--- src/hdl/mem_port_pkg.sv ---
// shared widths, bus encodings and request struct for the memory port, imported by each block
`default_nettype none

package mem_port_pkg;

    //////////////////////////////////////////////////////////////////////
    // bus widths
    //////////////////////////////////////////////////////////////////////

    // byte address on the memory bus
    localparam int addr_width = 32;
    // one data beat, a full double word
    localparam int line_width = 64;
    // transaction tag, zero reserved for none
    localparam int tag_width  = 4;

    typedef logic [addr_width-1:0] addr_t;
    typedef logic [line_width-1:0] line_t;
    typedef logic [tag_width-1:0]  mem_tag_t;

    // tag value meaning no transaction
    localparam mem_tag_t no_tag = '0;

    //////////////////////////////////////////////////////////////////////
    // encodings
    //////////////////////////////////////////////////////////////////////

    // memory bus command, same codes as the processor bus
    typedef enum logic [1:0] {
        bus_none  = 2'd0,
        bus_load  = 2'd1,
        bus_store = 2'd2
    } bus_cmd_t;

    // access size on the bus
    typedef enum logic [1:0] {
        byte_size   = 2'd0,
        half_size   = 2'd1,
        word_size   = 2'd2,
        double_size = 2'd3
    } mem_size_t;

    // error status reported toward the outside
    typedef enum logic [1:0] {
        no_error      = 2'd0,
        illegal_inst  = 2'd1,
        halted_on_wfi = 2'd2
    } error_status_t;

    //////////////////////////////////////////////////////////////////////
    // request bundle
    //////////////////////////////////////////////////////////////////////

    // one bus request, as sent by the data side or synthesized for fetch
    typedef struct packed {
        bus_cmd_t  command;
        addr_t     addr;
        line_t     data;
        mem_size_t size;
    } mem_req_t;

    // every fetch pulls a whole double word
    localparam mem_size_t fetch_size = double_size;

endpackage

`default_nettype wire

--- src/hdl/mem_port_top.sv ---
// top level of the shared memory port: connects capture, history and mux for fetch and data sides
`timescale 1ns/1ps
`default_nettype none

module mem_port_top (
    input  logic                        clock,
    input  logic                        reset,

    // fetch side request
    input  mem_port_pkg::addr_t         fetch_addr,
    // data cache side request
    input  mem_port_pkg::mem_req_t      data_req,

    // memory bus return path
    input  mem_port_pkg::mem_tag_t      mem_response,
    input  mem_port_pkg::mem_tag_t      mem_tag,
    input  mem_port_pkg::line_t         mem_rdata,

    // retire events
    input  logic                        halt,
    input  logic                        illegal,

    // memory bus request
    output mem_port_pkg::mem_req_t      mem_req,

    // steered responses
    output mem_port_pkg::mem_tag_t      fetch_response,
    output mem_port_pkg::mem_tag_t      data_response,

    // unsteered return data and tags, clients match tags themselves
    output mem_port_pkg::line_t         fetch_rdata,
    output mem_port_pkg::line_t         data_rdata,
    output mem_port_pkg::mem_tag_t      fetch_tag,
    output mem_port_pkg::mem_tag_t      data_tag,

    // fetch side held off while data owns the port
    output logic                        fetch_stall,
    output logic                        halted,
    output mem_port_pkg::error_status_t status
);

    //////////////////////////////////////////////////////////////////////
    // internal nets
    //////////////////////////////////////////////////////////////////////

    // registered ownership, one cycle after the data command
    logic data_owner;
    // ownership one history step later
    logic data_owner_now;

    //////////////////////////////////////////////////////////////////////
    // input side
    //////////////////////////////////////////////////////////////////////

    request_capture u_request_capture (
        .clock      (clock),
        .reset      (reset),
        .data_cmd   (data_req.command),
        .halt       (halt),
        .data_owner (data_owner),
        .halted     (halted)
    );

    //////////////////////////////////////////////////////////////////////
    // history and steering
    //////////////////////////////////////////////////////////////////////

    owner_history u_owner_history (
        .clock          (clock),
        .reset          (reset),
        .data_owner     (data_owner),
        .mem_response   (mem_response),
        .data_owner_now (data_owner_now),
        .fetch_response (fetch_response),
        .data_response  (data_response)
    );

    //////////////////////////////////////////////////////////////////////
    // output side
    //////////////////////////////////////////////////////////////////////

    port_mux u_port_mux (
        .data_owner (data_owner),
        .halted     (halted),
        .illegal    (illegal),
        .fetch_addr (fetch_addr),
        .data_req   (data_req),
        .mem_req    (mem_req),
        .status     (status)
    );

    // stall follows the delayed owner, same view the steering uses
    assign fetch_stall = data_owner_now;

    // return data and tag go to both sides unchanged
    assign fetch_rdata = mem_rdata;
    assign data_rdata  = mem_rdata;
    assign fetch_tag   = mem_tag;
    assign data_tag    = mem_tag;

endmodule

`default_nettype wire

--- src/hdl/owner_history.sv ---
// ownership history of the memory port; steers each memory response to the client that owned it
`timescale 1ns/1ps
`default_nettype none

module owner_history (
    input  logic                   clock,
    input  logic                   reset,
    // registered data-side ownership from the capture stage
    input  logic                   data_owner,
    // response tag straight from memory
    input  mem_port_pkg::mem_tag_t mem_response,
    output logic                   data_owner_now,
    output mem_port_pkg::mem_tag_t fetch_response,
    output mem_port_pkg::mem_tag_t data_response
);

    import mem_port_pkg::*;

    //////////////////////////////////////////////////////////////////////
    // history flags
    //////////////////////////////////////////////////////////////////////

    // owner one history cycle further back
    logic data_owner_prev;

    // two-deep shift of the ownership flag
    // memory answers a request a cycle or so after it is sent,
    // so the response belongs to whoever owned the port back then
    always_ff @(posedge clock or posedge reset) begin
        if (reset) begin
            data_owner_now  <= 1'b0;
            data_owner_prev <= 1'b0;
        end else begin
            data_owner_now  <= data_owner;
            data_owner_prev <= data_owner_now;
        end
    end

    //////////////////////////////////////////////////////////////////////
    // response steering
    //////////////////////////////////////////////////////////////////////

    // stable owner in both slots gets the response
    // a mixed pair means the owner just changed hands
    always_comb begin
        fetch_response = no_tag;
        data_response  = no_tag;
        if (data_owner_now && data_owner_prev) begin
            // data side held the port two cycles in a row
            data_response = mem_response;
        end else if (!data_owner_now && !data_owner_prev) begin
            // fetch side held the port two cycles in a row
            fetch_response = mem_response;
        end
        // otherwise withheld from both
        // a nonzero tag here is dropped, clients retry
    end

endmodule

`default_nettype wire

--- src/hdl/port_mux.sv ---
// output side of the memory port: picks data request or fetch load and encodes the error status
`timescale 1ns/1ps
`default_nettype none

module port_mux (
    input  logic                        data_owner,
    input  logic                        halted,
    // level from retire
    input  logic                        illegal,
    // instruction fetch address
    input  mem_port_pkg::addr_t         fetch_addr,
    // full request from the data side
    input  mem_port_pkg::mem_req_t      data_req,
    output mem_port_pkg::mem_req_t      mem_req,
    output mem_port_pkg::error_status_t status
);

    import mem_port_pkg::*;

    //////////////////////////////////////////////////////////////////////
    // fetch request
    //////////////////////////////////////////////////////////////////////

    // synthesized fetch load
    mem_req_t fetch_req;

    always_comb begin
        // halted core stops fetching entirely
        if (halted) begin
            fetch_req.command = bus_none;
        end else begin
            fetch_req.command = bus_load;
        end
        fetch_req.addr = fetch_addr;
        // loads carry no write data
        fetch_req.data = '0;
        fetch_req.size = fetch_size;
    end

    //////////////////////////////////////////////////////////////////////
    // bus select
    //////////////////////////////////////////////////////////////////////

    // data side owns the port one cycle after its command appears
    // fields taken live from the data request in that cycle
    always_comb begin
        if (data_owner) begin
            mem_req = data_req;
        end else begin
            mem_req = fetch_req;
        end
    end

    //////////////////////////////////////////////////////////////////////
    // error status
    //////////////////////////////////////////////////////////////////////

    // data side has no command this cycle
    logic data_idle;

    assign data_idle = (data_req.command == bus_none);

    // illegal first, then halt once the data side has drained
    always_comb begin
        if (illegal) begin
            status = illegal_inst;
        end else if (halted && data_idle) begin
            status = halted_on_wfi;
        end else begin
            status = no_error;
        end
    end

endmodule

`default_nettype wire

--- src/hdl/request_capture.sv ---
// input side of the memory port: registers data-side ownership and holds the sticky halt latch
`timescale 1ns/1ps
`default_nettype none

module request_capture (
    input  logic                   clock,
    input  logic                   reset,
    // command field of the data-side request
    input  mem_port_pkg::bus_cmd_t data_cmd,
    // one-cycle strobe from retire
    input  logic                   halt,
    output logic                   data_owner,
    output logic                   halted
);

    import mem_port_pkg::*;

    //////////////////////////////////////////////////////////////////////
    // ownership request
    //////////////////////////////////////////////////////////////////////

    // data side asks for the port on any real command
    logic data_wants_port;

    assign data_wants_port = (data_cmd != bus_none);

    // port changes hands one cycle after the request shows up
    // data side always wins, fetch gets whatever is left
    always_ff @(posedge clock or posedge reset) begin
        if (reset) begin
            data_owner <= 1'b0;
        end else begin
            data_owner <= data_wants_port;
        end
    end

    //////////////////////////////////////////////////////////////////////
    // halt latch
    //////////////////////////////////////////////////////////////////////

    // sticky until reset
    // set on the edge after the strobe
    // blocks fetch loads downstream and feeds the status encoder
    always_ff @(posedge clock or posedge reset) begin
        if (reset) begin
            halted <= 1'b0;
        end else if (halt) begin
            halted <= 1'b1;
        end
    end

endmodule

`default_nettype wire

--- config.mk ---
export PLATFORM = sky130hd
export DESIGN_NAME = mem_port_top
export DESIGN_NICKNAME = d
export VERILOG_FILES = /design/src/hdl/mem_port_pkg.sv /design/src/hdl/mem_port_top.sv /design/src/hdl/owner_history.sv /design/src/hdl/port_mux.sv /design/src/hdl/request_capture.sv
export SDC_FILE = /design/constraint.sdc
export NUM_CORES = 1
export LEC_CHECK = 0
export BUFFER_PORTS_ARGS = -buffer_cell sky130_fd_sc_hd__buf_4
export CAP_MARGIN = 20
export CORE_AREA = 2 2 177 179
export CTS_CLUSTER_SIZE = 28
export DETAILED_ROUTE_END_ITERATION = 6
export DIE_AREA = 0 0 179 181
export MAX_ROUTING_LAYER = met4
export PLACE_DENSITY = 0.4
export SLEW_MARGIN = 25
export SYNTH_ARGS = -nofsm -noshare
export SYNTH_HDL_FRONTEND = slang
export SYNTH_SLANG_ARGS = --single-unit
--- constraint.sdc ---
create_clock -name clock -period 1.4 [get_ports clock]
set_input_delay 0 -clock clock [delete_from_list [all_inputs] [get_ports clock]]
set_output_delay 0 -clock clock [all_outputs]
set_load 0.1 [all_outputs]
## Word level (Yosys, flattened, before mapping)

Index checks and enable logic that the tools add are counted.
Widths: inputs -> output; s select.

- Multiplexer cells: 7
- Reduce and logical (&&, ||, !) cells: 7

Operator list:

| kind | number |
|---|---|
| $mux 100 | 1 |
| $mux 4 | 3 |
| $mux 2 | 2 |
| $logic_and 1x1->1 | 3 |
| $logic_not 1->1 | 2 |
| $logic_not 2->1 | 1 |
| $reduce_bool 2->1 | 1 |
| $mux 1 | 1 |

- Register bits after elaboration: 4
- Bits of input ports: 208
- Output and inout port bits: 248
- Word-level logic and storage cells: 18

## Depth between registers and ports, before layout

Gate-level depths: netlist of the first run.

- Word-level depth: 4
- Gate-level depth with buffers: 4
- Mapped depth without buffers: 2

## Cells and area by module

Synthesis of the first run repeated with hierarchy kept, for this count alone.

- Cells, all modules: 266
- Area total of the unflattened synthesis: 2224.6 µm²

Modules (own cells, without submodules):

| module | times used | cells an instance | area an instance (µm²) | seq. area each (µm²) |
|---|---|---|---|---|
| port_mux | 1 | 114 | 1028.5 | 0.0 |
| mem_port_top | 1 | 136 | 1021.0 | 0.0 |
| owner_history | 1 | 11 | 108.9 | 50.0 |
| request_capture | 1 | 5 | 66.3 | 50.0 |

## Worst setup path before layout of the first run

Ideal clock, no wire load.

- Path kind: reg2out
- Start: register u_request_capture.halted
- End: output port status[1]
- Data arrival time: 3.231 ns
- Data required time: 1.400 ns
- Path slack: -1.831 ns
- Cell stages (with the launch flop): 2
- Buffers on the path: 0
- Path through: dfrtp_1 -> nor3b_1

- Cells in the longest elaborated chain, start to end: 3

Ends and longest elaborated chain:

| what | RTL line | source |
|---|---|---|
| from (decl) | request_capture.sv:13 | `output logic halted` |
| from (signal assigned) | request_capture.sv:46 | `halted <= 1'b0;` |
| from (signal assigned) | request_capture.sv:48 | `halted <= 1'b1;` |
| $logic_and 1x1->1 | port_mux.sv:67 | `end else if (halted && data_idle) begin` |
| $mux 2 | port_mux.sv:67 |  |
| $mux 2 | port_mux.sv:65 | `if (illegal) begin` |
| to (decl) | mem_port_top.sv:39 | `output mem_port_pkg::error_status_t status` |

Every way passes these cells.

==> metrics.md, run 1 <==
| Metric | Value |
|---|---|
| Most Used Layer, Global Route | `met2` |
| Worst hold-check slack | `about 0.000056 ns` |
| Launch point of the worst reg-to-reg path | `u_request_capture.halted` |
| Internal Dissipation | `1.444 mW` |
| Share of final-layout standard cells stronger than drive strength 1 | `0.9607` |
| Flop and latch count out of synthesis | `4` |
| Setup slack of the critical path after layout | `-0.06255 ns` |
| Total non-filler cell area in the finished layout | `4282 sq um` |
| Unrepaired setup endpoints after global routing | `yes` |
| Clock share of power | `0.140` |
| Number of endpoints failing setup at the final stage | `32` |
| Syn avg cell area | `~8.3 sq um` |
| Slew Viols, Final | `0` |
| TNS Setup | `-1.254 ns` |
| GR Layer Usage met1 | `0.04221` |
| Combinational cell fraction of total power | `0.822` |
| Number of nets produced by synthesis | `approximately 470` |
| Core region area | `between 30000 and 40000 sq um` |
| P per Cell Area | `808.7 nW/um^2` |
| Count of flip-flops with a built-in enable after synthesis | `0` |
| GRT Resource Usage Total | `0.04857` |
| Wire length of the first global-routing pass | `around 12000 um` |
| Start point of the worst min-delay path | `mem_rdata[45]` |
| Switching power share of the total | `0.5830` |
| Placed inst area | `between 3000 and 4000 sq um` |
| Transition time at the pin with the least slew margin | `between 0.2 and 0.3 ns` |
| Worst min-delay path class | `input pin to output pin` |
| Final routed wire length divided by cell count | `around 12 um` |
| Number of buffers created by CTS | `3` |
| Ys async rst share | `1.000` |
| NumNets Final | `591` |
| Arrival time at the worst endpoint | `between 1 and 1.5 ns` |
| Total inserted antenna cells | `0` |
| Area growth from synthesis to final layout | `93.55%` |
| Worst-path maximum fanout | `39` |
| Sequential fraction of design power | `0.038` |
| Gate Count Post-Synth | `266` |
| Violations in the final reports | `negative setup slack` |
| Result of the run | `complete, but fails checks` |
| Via count of the first global-routing pass | `approximately 2100` |
| Top-count cell post-synth | `sky130_fd_sc_hd__buf_4` |
| Type of element capturing the critical path | `output pin` |
| Worst-skew pair later-pin latency | `0.23 ns` |
| Synth Cell Area | `~2200 sq um` |
| Overflow after GRT | `0` |
| CTS H-Tree Depth | `1` |
| Iteration count of the initial detailed-routing pass | `4` |
| Width of the chip | `roughly 180 um` |
| Post-CTS clock slew at the launch and capture registers of the worst setup and hold paths | `roughly 0.040 ns` |
| Port-buffer cells | `approximately 250` |
| Clock tree root buffer cell | `sky130_fd_sc_hd__clkbuf_16` |
| Sum of net half-perimeters after detailed placement | `7384 um` |
| Final worst clock skew | `between 0.0015 and 0.002 ns` |
| Critical Setup Path Class | `register to output pin` |
| Starting density of the core | `0.07289` |
| Leak Pwr | `~2.1 nW` |
| TritonCTS clock tree | `built` |
| Portion of the clock cycle consumed by the worst path in the final layout | `1.045` |
| Time the final worst path needs with I/O delays and setup | `1.463 ns` |
| DRC errors left | `0` |
| Area fraction of the dominant cell type after synthesis | `0.4649` |
| Met3 capacity usage during global routing | `0.03451` |
| Most frequently used flop master after synthesis | `sky130_fd_sc_hd__dfrtp_1` |
| Switching power of the nets | `2.019 mW` |
| Portion of the post-synthesis area used by sequential elements | `0.04525` |
| Required arrival time at the worst endpoint | `1.40 ns` |
| Cell variety after synth | `17` |
| Top Ports | `between 400 and 500` |
| Overall die area | `32400 sq um` |
| Number of antenna violations at the first check in global routing | `0` |
| Pin count of the biggest net entering global routing | `40` |
| IR drop worst, VDD | `about 0.00046 V` |
| Detailed Route WL | `9008 um` |
| Max transition margin | `0.8103` |
| DRC marker count from the first detailed-route iteration | `17` |
| Cell taking the most area after synthesis | `sky130_fd_sc_hd__buf_4` |
| Vias per std cell | `between 2 and 3` |
| Vertical extent of the die | `around 180 um` |
| Yosys warning total | `0` |
| Ranking of synthesized cells by area | `sky130_fd_sc_hd__buf_4 (46%), sky130_fd_sc_hd__mux2_4 (20%), sky130_fd_sc_hd__and2_1 (20%), sky130_fd_sc_hd__dfrtp_1 (4.5%), sky130_fd_sc_hd__buf_12 (2.7%)` |
| Number of maximum-capacitance violations | `0` |
| DR vias | `2087` |
| Final hold violation count | `0` |
| GR Util met2 | `0.08369` |
| Maximum clock path buffer count | `2` |
| Number of cell rows | `between 60 and 70` |
| Start point of the critical path | `u_request_capture.data_owner` |
| Clock Sink Count | `4` |
| Fmax | `between 0.6 and 0.7 GHz` |
| Top cells by count, synth | `sky130_fd_sc_hd__buf_4 (137), sky130_fd_sc_hd__and2_1 (69), sky130_fd_sc_hd__mux2_4 (30)` |
| Final weighted congestion in routability-driven placement | `~0.66` |
| Number of nets still failing antenna checks after routing | `0` |
| Setup bufs post-CTS | `0` |
| CP startpoint kind | `register` |
==> routing by layer <==
metal	vias up	share of wire
met5	-	0
met4	0	0.023
met3	31	0.21
met2	272	0.47
met1	864	0.30
li1	920	-
==> registers in the layout, indices dropped and copies added, names as in the netlist <==
register	cells
u_owner_history.data_owner_now	1
u_owner_history.data_owner_prev	1
u_request_capture.halted	1
u_request_capture.data_owner	1
==> power by group through the flow <==
stage,Sequential [mW],Clock (mW),Combinational [mW]
2_1_floorplan,0.137,0,3.76
3_3_place_gp,0.132,0,2.59
3_5_place_dp,0.132,0,2.59
4_1_cts,0.131,0.509,2.78
5_1_grt,0.133,0.523,2.94
6_report,0.131,0.484,2.85
==> logic make-up (layout without fill, tap and decap cells) <==
kind of cell / after synthesis / in the layout / share of synthesized area
buffers and inverters: 149 / 265 / 0.5141
AND/OR/NAND/NOR: 80 / 80 / 0.2245
multiplexers: 32 / 32 / 0.2138
flip-flops: 4 / 4 / 0.04525
AO/OA/AOI/OAI: 1 / 1 / 0.002260
==> stage by stage <==
stage	cells	setup WS, ns	power (mW)	util
after CTS	778	-0.07758	3.417	0.1349
after global placement	772	0.1325	2.726	0.1199
after global routing	778	-0.1137	3.593	0.1411
final	778	-0.06255	3.463	0.1411
after floorplan	266	-0.2179	3.892	-
after detailed placement	772	0.1285	2.720	0.1199
==> worst paths after layout <==
check | to | slack, ns | depth (start not counted)
setup / recovery | mem_req[75] | -0.06 | 3
hold / removal | fetch_rdata[45] | 0.00006 | 0
setup reg to reg | u_request_capture.halted | 0.57 | 1
hold reg to reg | u_owner_history.data_owner_prev | 0.47 | 0
max in group asynchronous | u_request_capture.data_owner | 0.94 | 3
min in group asynchronous | u_request_capture.halted | 0.24 | 3
==> cell usage in the layout (no fill, tap or decap) <==
| cell type | count |
|---|---|
| sky130_fd_sc_hd__mux2_2 | 2 |
| sky130_fd_sc_hd__dfrtp_1 | 1 |
| sky130_fd_sc_hd__buf_12 | 14 |
| sky130_fd_sc_hd__buf_6 | 44 |
| sky130_fd_sc_hd__or2_2 | 2 |
| sky130_fd_sc_hd__buf_8 | 30 |
| sky130_fd_sc_hd__dfrtp_2 | 2 |
| sky130_fd_sc_hd__nand2_1 | 1 |
| sky130_fd_sc_hd__nand2b_1 | 2 |
| sky130_fd_sc_hd__dfrtp_4 | 1 |
| sky130_fd_sc_hd__clkbuf_1 | 1 |
| sky130_fd_sc_hd__buf_4 | 170 |
| sky130_fd_sc_hd__nor3b_4 | 1 |
| sky130_fd_sc_hd__dlygate4sd3_1 | 2 |
| sky130_fd_sc_hd__and3_2 | 4 |
| sky130_fd_sc_hd__and2_2 | 62 |
| sky130_fd_sc_hd__and2_1 | 7 |
| sky130_fd_sc_hd__nor2_2 | 1 |
| sky130_fd_sc_hd__clkbuf_16 | 3 |
| sky130_fd_sc_hd__inv_1 | 1 |
| sky130_fd_sc_hd__o21ai_2 | 1 |
| sky130_fd_sc_hd__mux2_4 | 30 |
==> critical path, cell delays in order (launching register included) <==
cell                      delay, ns
sky130_fd_sc_hd__dfrtp_4       0.52
sky130_fd_sc_hd__buf_12        0.18
sky130_fd_sc_hd__mux2_4        0.33
sky130_fd_sc_hd__buf_12        0.17
==> what timing repair did <==
| action | 4_1_cts | 5_1_grt |
|---|---|---|
| setup endpoints to repair | 55 | 80 |
| hold buffers | 2 | 0 |
| resized for setup | 91 | 50 |
| pin swaps | 0 | 0 |
| hold endpoints to repair | 5 | 0 |
==> cell type report <==
| cell class | count | area [sq um] |
|---|---|---|
| fill | 3403 | 26070 |
| timing repair buffer | 260 | 2522 |
| multi-input combinational | 113 | 1075 |
| tap | 396 | 495.5 |
| sequential | 4 | 106.4 |
| clock buffer | 4 | 78.83 |
| inverter | 1 | 3.754 |
Note: power is estimated with default switching activity, not from simulation.
==> run 2, diff against run 1 <==
PLACE_DENSITY = 0.3   (was 0.4)
==> run 2 against run 1 <==
Compared with the run above:
- global-route usage increased by 0.67 points
- count of clock-buffer cells in the layout unchanged
- the flow still finishes with violations (negative setup slack)
- sequential share of layout area down 0.34 points
- cell count grew 0.64%
- critical endpoint is now mem_req[74]
- highest routed layer unchanged
- flip-flop and latch count is the same
==> metrics.md, run 2 (synthesized netlist as in run 1, its figures left out) <==
| Metric | Value |
|---|---|
| Width of the chip | `179 um (unchanged)` |
| Final worst clock skew | `0.005053 ns (+0.003149 ns)` |
| Pin count of the biggest net entering global routing | `49 (+23%)` |
| Internal Dissipation | `1.727 mW (+20%)` |
| Worst hold-check slack | `0.00004444 ns (-0.00001182 ns)` |
| Placed inst area | `3610 sq um (-0.83%)` |
| Final hold violation count | `0 (unchanged)` |
| Number of antenna violations at the first check in global routing | `0 (unchanged)` |
| Clock tree root buffer cell | `sky130_fd_sc_hd__clkbuf_16` |
| Worst-skew pair later-pin latency | `0.23 ns (about the same)` |
| Setup slack of the critical path after layout | `-0.08877 ns (-0.02622 ns)` |
| Unrepaired setup endpoints after global routing | `yes` |
| Worst-path maximum fanout | `24 (-38%)` |
| Total inserted antenna cells | `0 (unchanged)` |
| Portion of the clock cycle consumed by the worst path in the final layout | `1.063 (+0.01873)` |
| Clock Sink Count | `4 (unchanged)` |
| Transition time at the pin with the least slew margin | `0.2903 ns (+0.003441 ns)` |
| Top Ports | `456 (unchanged)` |
| Hold Path Depth | `0 (unchanged)` |
| Number of endpoints failing setup at the final stage | `36 (+13%)` |
| Most used cells in the layout excluding fill and tap cells | `sky130_fd_sc_hd__buf_4 (156), sky130_fd_sc_hd__buf_12 (74), sky130_fd_sc_hd__and2_4 (39)` |
| Critical Setup Path Class | `register to output pin` |
| DRC marker count from the first detailed-route iteration | `28 (+11)` |
| Most frequent standard cell in the layout excluding fill and tap cells | `sky130_fd_sc_hd__buf_4` |
| Switching power share of the total | `0.5470 (-0.03599)` |
| Number of cell rows | `64 (unchanged)` |
| Via count of the first global-routing pass | `2041 (-3.3%)` |
| Overflow after GRT | `0 (unchanged)` |
| Violations in the final reports | `negative setup slack` |
| Final weighted congestion in routability-driven placement | `0.6959 (+5.9%)` |
| TNS Setup | `-2.526 ns (-1.272 ns)` |
| Vias per std cell | `2.585 (-3.6%)` |
| Worst min-delay path class | `input pin to output pin` |
| Clock share of power | `0.121 (-0.019)` |
| Post-CTS clock slew at the launch and capture registers of the worst setup and hold paths | `0.03 ns (about the same)` |
| Overall die area | `32400 sq um (unchanged)` |
| Required arrival time at the worst endpoint | `1.40 ns (about the same)` |
| TritonCTS clock tree | `built` |
| Type of element capturing the critical path | `output pin` |
| Time the final worst path needs with I/O delays and setup | `1.489 ns (+0.02622 ns)` |
| Number of buffers created by CTS | `3 (unchanged)` |
| Fmax | `0.6717 GHz (-1.8%)` |
| Wire length of the first global-routing pass | `13120 um (+13%)` |
| DR vias | `2024 (-3.0%)` |
| IR drop worst, VDD | `0.0003479 V (-24%)` |
| Area of the multi-input gates | `1144 sq um (+6.4%)` |
| Final routed wire length divided by cell count | `14.11 um (+22%)` |
| Total non-filler cell area in the finished layout | `4951 sq um (+16%)` |
| P per Cell Area | `770.0 nW/um^2 (-4.8%)` |
| DRC errors left | `0 (unchanged)` |
| Logic depth of the worst register-to-register path | `3 (+2)` |
| Combinational cell fraction of total power | `0.844 (+0.022)` |
| Starting density of the core | `0.07289 (unchanged)` |
| Port-buffer cells | `251 (unchanged)` |
| Number of nets still failing antenna checks after routing | `0 (unchanged)` |
| NumNets Final | `596 (+0.85%)` |
| Sum of net half-perimeters after detailed placement | `8329 um (+13%)` |
| GRT Resource Usage Total | `0.05523 (+0.006667)` |
| Maximum clock path buffer count | `2 (unchanged)` |
| Arrival time at the worst endpoint | `1.49 ns (+0.03 ns)` |
| Number of filler instances in the final layout | `3372 (-0.91%)` |
| Iteration count of the initial detailed-routing pass | `4 (unchanged)` |
| Vertical extent of the die | `181 um (unchanged)` |
| Max transition margin | `0.8080 (-0.002275)` |
| Leak Pwr | `2.362 nW (+15%)` |
| Share of final-layout standard cells stronger than drive strength 1 | `0.9767 (+0.01601)` |
| Result of the run | `complete, but fails checks` |
| CTS H-Tree Depth | `1 (unchanged)` |
| Detailed Route WL | `11050 um (+23%)` |
| CP startpoint kind | `register` |
| Sequential cell area in the final layout | `106.4 sq um (unchanged)` |
| Switching power of the nets | `2.085 mW (+3.3%)` |
| Core region area | `30350 sq um (unchanged)` |
| Area growth from synthesis to final layout | `123.8%` |
| Number of maximum-capacitance violations | `0 (unchanged)` |
| Slew Viols, Final | `0 (unchanged)` |
| Sequential fraction of design power | `0.035 (-0.003)` |
-- run 2: cell types whose count changed in the layout (fill, tap and decap cells not counted), moves of 2 or more --
cell	change
sky130_fd_sc_hd__buf_12	+60
sky130_fd_sc_hd__clkbuf_16	+2
sky130_fd_sc_hd__buf_8	-25
sky130_fd_sc_hd__buf_6	-20
sky130_fd_sc_hd__buf_4	-14
sky130_fd_sc_hd__and2_1	-6
sky130_fd_sc_hd__and2_2	-33
sky130_fd_sc_hd__and2_4	+39
sky130_fd_sc_hd__buf_16	+2
-- run 2: final cells by class --
| type | count | area share |
|---|---|---|
| Timing Repair Buffer | 265 | 0.6308 |
| Tap cell | 396 | 0.1001 |
| Multi-Input combinational cell | 113 | 0.2310 |
| Inverter | 1 | 0.0007581 |
| Clock buffer | 4 | 0.01592 |
| Sequential cell | 4 | 0.02148 |
-- run 2: critical path: stages (launching register included) --
cell and delay (ns):
sky130_fd_sc_hd__dfrtp_4 0.54, sky130_fd_sc_hd__buf_16 0.19, sky130_fd_sc_hd__mux2_4 0.34, sky130_fd_sc_hd__buf_12 0.17
-- run 2: final timing paths --
check / start / end / slack, ns
worst max-delay path: u_request_capture.data_owner / mem_req[74] / -0.09
worst min-delay path: mem_rdata[60] / fetch_rdata[60] / 0.00004
worst max register to register: u_request_capture.data_owner / u_owner_history.data_owner_now / 0.29
worst min register to register: u_owner_history.data_owner_now / u_owner_history.data_owner_prev / 0.45
max in group asynchronous: reset / u_owner_history.data_owner_now / 0.98
min in group asynchronous: reset / u_request_capture.data_owner / 0.23
-- run 2: power groups by stage --
stage | clock, mW | sequential (mW) | combinational (mW)
finish | 0.463 | 0.132 | 3.22
global route | 0.491 | 0.133 | 3.31
CTS | 0.474 | 0.130 | 2.75
detailed placement | 0 | 0.131 | 2.60
global placement | 0 | 0.131 | 2.61
floorplan | 0 | 0.137 | 3.76
-- run 2: metrics by stage --
stage | setup slack, ns | util | power [mW] | std cells
after global placement | 0.1021 | 0.1189 | 2.737 | 768
after detailed placement | 0.1031 | 0.1189 | 2.726 | 768
final | -0.08877 | 0.1631 | 3.812 | 783
after CTS | -0.1377 | 0.1318 | 3.350 | 774
after global routing | -0.1221 | 0.1631 | 3.933 | 783
after floorplan | -0.2179 | - | 3.892 | 266
-- run 2: what timing repair did --
item / in CTS / in global routing
gates cloned: 0 / 6
hold endpoints to repair: 5 / 0
resized for setup: 73 / 219
setup buffers: 0 / 3
hold buffers: 2 / 0
setup endpoints to repair: 83 / 83
-- run 2: metal layers --
metal,share of wire,vias up,GRT usage
met3,0.12,9,0.03051
met1,0.37,903,0.06339
met2,0.51,179,0.08538
li1,-,933,-
met4,0.0030,0,0.008780
met5,0,-,-
==> run 3, diff against run 2 <==
CTS_BUF_LIST = sky130_fd_sc_hd__clkbuf_4 sky130_fd_sc_hd__clkbuf_8 sky130_fd_sc_hd__clkbuf_16   (was unset)
==> run 3 against run 2 <==
Compared with the run above:
- largest power group unchanged
- utilization is essentially flat
- first-iteration DRC count is the same
- setup slack gained 0.00080 ns
- cell count is the same
- combinational power is essentially flat
- design area is essentially flat
- global-route usage is the same
- the flow still finishes with violations (negative setup slack)
- largest cell class unchanged
==> metrics.md, run 3 (synthesized netlist as in run 1, its figures left out) <==
| Metric | Value |
|---|---|
| Total non-filler cell area in the finished layout | `4955 sq um (about the same)` |
| Number of maximum-capacitance violations | `0 (unchanged)` |
| Vias per std cell | `2.586 (about the same)` |
| Total inserted antenna cells | `0 (unchanged)` |
| Setup slack of the critical path after layout | `-0.08796 ns (+0.0008040 ns)` |
| Final routed wire length divided by cell count | `14.11 um (about the same)` |
| Maximum clock path buffer count | `2 (unchanged)` |
| Starting density of the core | `0.07289 (unchanged)` |
| Portion of the clock cycle consumed by the worst path in the final layout | `1.063 (about the same)` |
| Detailed Route WL | `11050 um (about the same)` |
| TNS Setup | `-2.498 ns (+0.02827 ns)` |
| Overflow after GRT | `0 (unchanged)` |
| Result of the run | `complete, but fails checks` |
| Number of cell rows | `64 (unchanged)` |
| Number of endpoints failing setup at the final stage | `35 (-2.8%)` |
| IR drop worst, VDD | `0.0003477 V (about the same)` |
| Required arrival time at the worst endpoint | `1.40 ns (about the same)` |
| Arrival time at the worst endpoint | `1.49 ns (about the same)` |
| Worst min-delay path class | `input pin to output pin` |
| Most Used Layer, Global Route | `met2` |
| DRC errors left | `0 (unchanged)` |
| Most frequent standard cell in the layout excluding fill and tap cells | `sky130_fd_sc_hd__buf_4` |
| P per Cell Area | `773.0 nW/um^2 (+0.39%)` |
| Pin count of the biggest net entering global routing | `49 (unchanged)` |
| Number of filler instances in the final layout | `3370 (-0.059%)` |
| Worst-path maximum fanout | `24 (unchanged)` |
| NumNets Final | `596 (unchanged)` |
| CTS H-Tree Depth | `1 (unchanged)` |
| DR vias | `2025 (+0.049%)` |
| Violations in the final reports | `negative setup slack` |
| DRC marker count from the first detailed-route iteration | `28 (unchanged)` |
| Overall die area | `32400 sq um (unchanged)` |
| Core region area | `30350 sq um (unchanged)` |
| Port-buffer cells | `251 (unchanged)` |
| Leak Pwr | `2.366 nW (+0.14%)` |
| Final worst clock skew | `0.004419 ns (-0.0006335 ns)` |
| GRT Resource Usage Total | `0.05523 (unchanged)` |
| CP startpoint kind | `register` |
| Top Ports | `456 (unchanged)` |
| Sum of net half-perimeters after detailed placement | `8329 um (unchanged)` |
| Clock Sink Count | `4 (unchanged)` |
| Via count of the first global-routing pass | `2041 (unchanged)` |
| Number of antenna violations at the first check in global routing | `0 (unchanged)` |
| Vertical extent of the die | `181 um (unchanged)` |
| Placed inst area | `3610 sq um (unchanged)` |
| Clock tree root buffer cell | `sky130_fd_sc_hd__clkbuf_16` |
| Number of buffers created by CTS | `3 (unchanged)` |
| GR Layer Usage met1 | `0.06339 (unchanged)` |
| TritonCTS clock tree | `built` |
| Width of the chip | `179 um (unchanged)` |
| Time the final worst path needs with I/O delays and setup | `1.488 ns (-0.0008040 ns)` |
| Type of element capturing the critical path | `output pin` |
| Wire length of the first global-routing pass | `13120 um (unchanged)` |
| Most used cells in the layout excluding fill and tap cells | `sky130_fd_sc_hd__buf_4 (156), sky130_fd_sc_hd__buf_12 (74), sky130_fd_sc_hd__and2_4 (39)` |
| Share of final-layout standard cells stronger than drive strength 1 | `0.9793 (+0.002584)` |
| Unrepaired setup endpoints after global routing | `yes` |
| GR Util met2 | `0.08538 (unchanged)` |
| Worst slack at placement | `0.1031 ns (unchanged)` |
| Final hold violation count | `0 (unchanged)` |
| Final weighted congestion in routability-driven placement | `0.6959 (unchanged)` |
| Transition time at the pin with the least slew margin | `0.2903 ns (unchanged)` |
| Number of nets still failing antenna checks after routing | `0 (unchanged)` |
| Post-CTS clock slew at the launch and capture registers of the worst setup and hold paths | `0.03 ns (about the same)` |
| Critical Setup Path Class | `register to output pin` |
| Met3 capacity usage during global routing | `0.03051 (unchanged)` |
| Fmax | `0.6721 GHz (about the same)` |
| Area growth from synthesis to final layout | `124.0% (about the same)` |
| Iteration count of the initial detailed-routing pass | `4 (unchanged)` |
| Worst-skew pair later-pin latency | `0.23 ns (about the same)` |
| Max transition margin | `0.8080 (unchanged)` |
| Slew Viols, Final | `0 (unchanged)` |
==> run 3: cell counts in the layout (fill, tap and decap cells not counted) <==
Identical to the previous run, type by type.
==> run 3: area by class of cell <==
cell class              instances  area [sq um]  area share
clock buffers                   4         82.58     0.01667
inverters                       1         3.754   0.0007576
multi-input cells             113          1144      0.2308
flip-flops and latches          4         106.4     0.02146
well taps                     396         495.5      0.1000
repair buffers                265          3123      0.6303
==> run 3: worst paths after layout <==
path	startpoint	to	slack, ns	cells past startpoint
setup / recovery	u_request_capture.data_owner	mem_req[74]	-0.09	3
hold / removal	mem_rdata[60]	fetch_rdata[60]	0.00004	0
setup reg to reg	u_request_capture.data_owner	u_owner_history.data_owner_now	0.29	3
hold reg to reg	u_owner_history.data_owner_now	u_owner_history.data_owner_prev	0.45	0
max in group asynchronous	reset	u_owner_history.data_owner_now	0.98	3
min in group asynchronous	reset	u_request_capture.data_owner	0.23	3
==> run 3: metal layers <==
layer	share of wire	up-vias	routed length, um
li1	-	933	-
met1	0.37	904	4039
met2	0.51	179	5616
met3	0.12	9	1360
met4	0.0030	0	33
met5	0	-	0
==> run 3: critical path, stage by stage (launching register included) <==
cell,delay (ns)
sky130_fd_sc_hd__dfrtp_4,0.54
sky130_fd_sc_hd__buf_16,0.19
sky130_fd_sc_hd__mux2_4,0.34
sky130_fd_sc_hd__buf_12,0.17
==> run 3: through the flow <==
step,std cells,power (mW),utilization,hold WS (ns)
floorplan,266,3.892,-,-0.2341
global placement,768,2.737,0.1189,-0.07000
detailed placement,768,2.726,0.1189,-0.08760
CTS,774,3.369,0.1319,0.0009937
global route,783,3.952,0.1633,0.0002077
finish,783,3.830,0.1633,0.00004444
==> run 3: what timing repair did <==
item                                    in CTS  in global routing
setup buffers                                0                  3
resized for setup                           73                219
gates cloned                                 0                  6
endpoints found under the setup margin      83                 82
pin swaps                                    0                  0
hold endpoints to repair                     5                  0
hold buffers                                 2                  0
==> run 3: where the power goes <==
group | internal (mW) | switching [mW] | total [mW]
logic | 1.23 | 1.99 | 3.22
clock network | 0.396 | 0.0847 | 0.481
registers | 0.122 | 0.00960 | 0.132
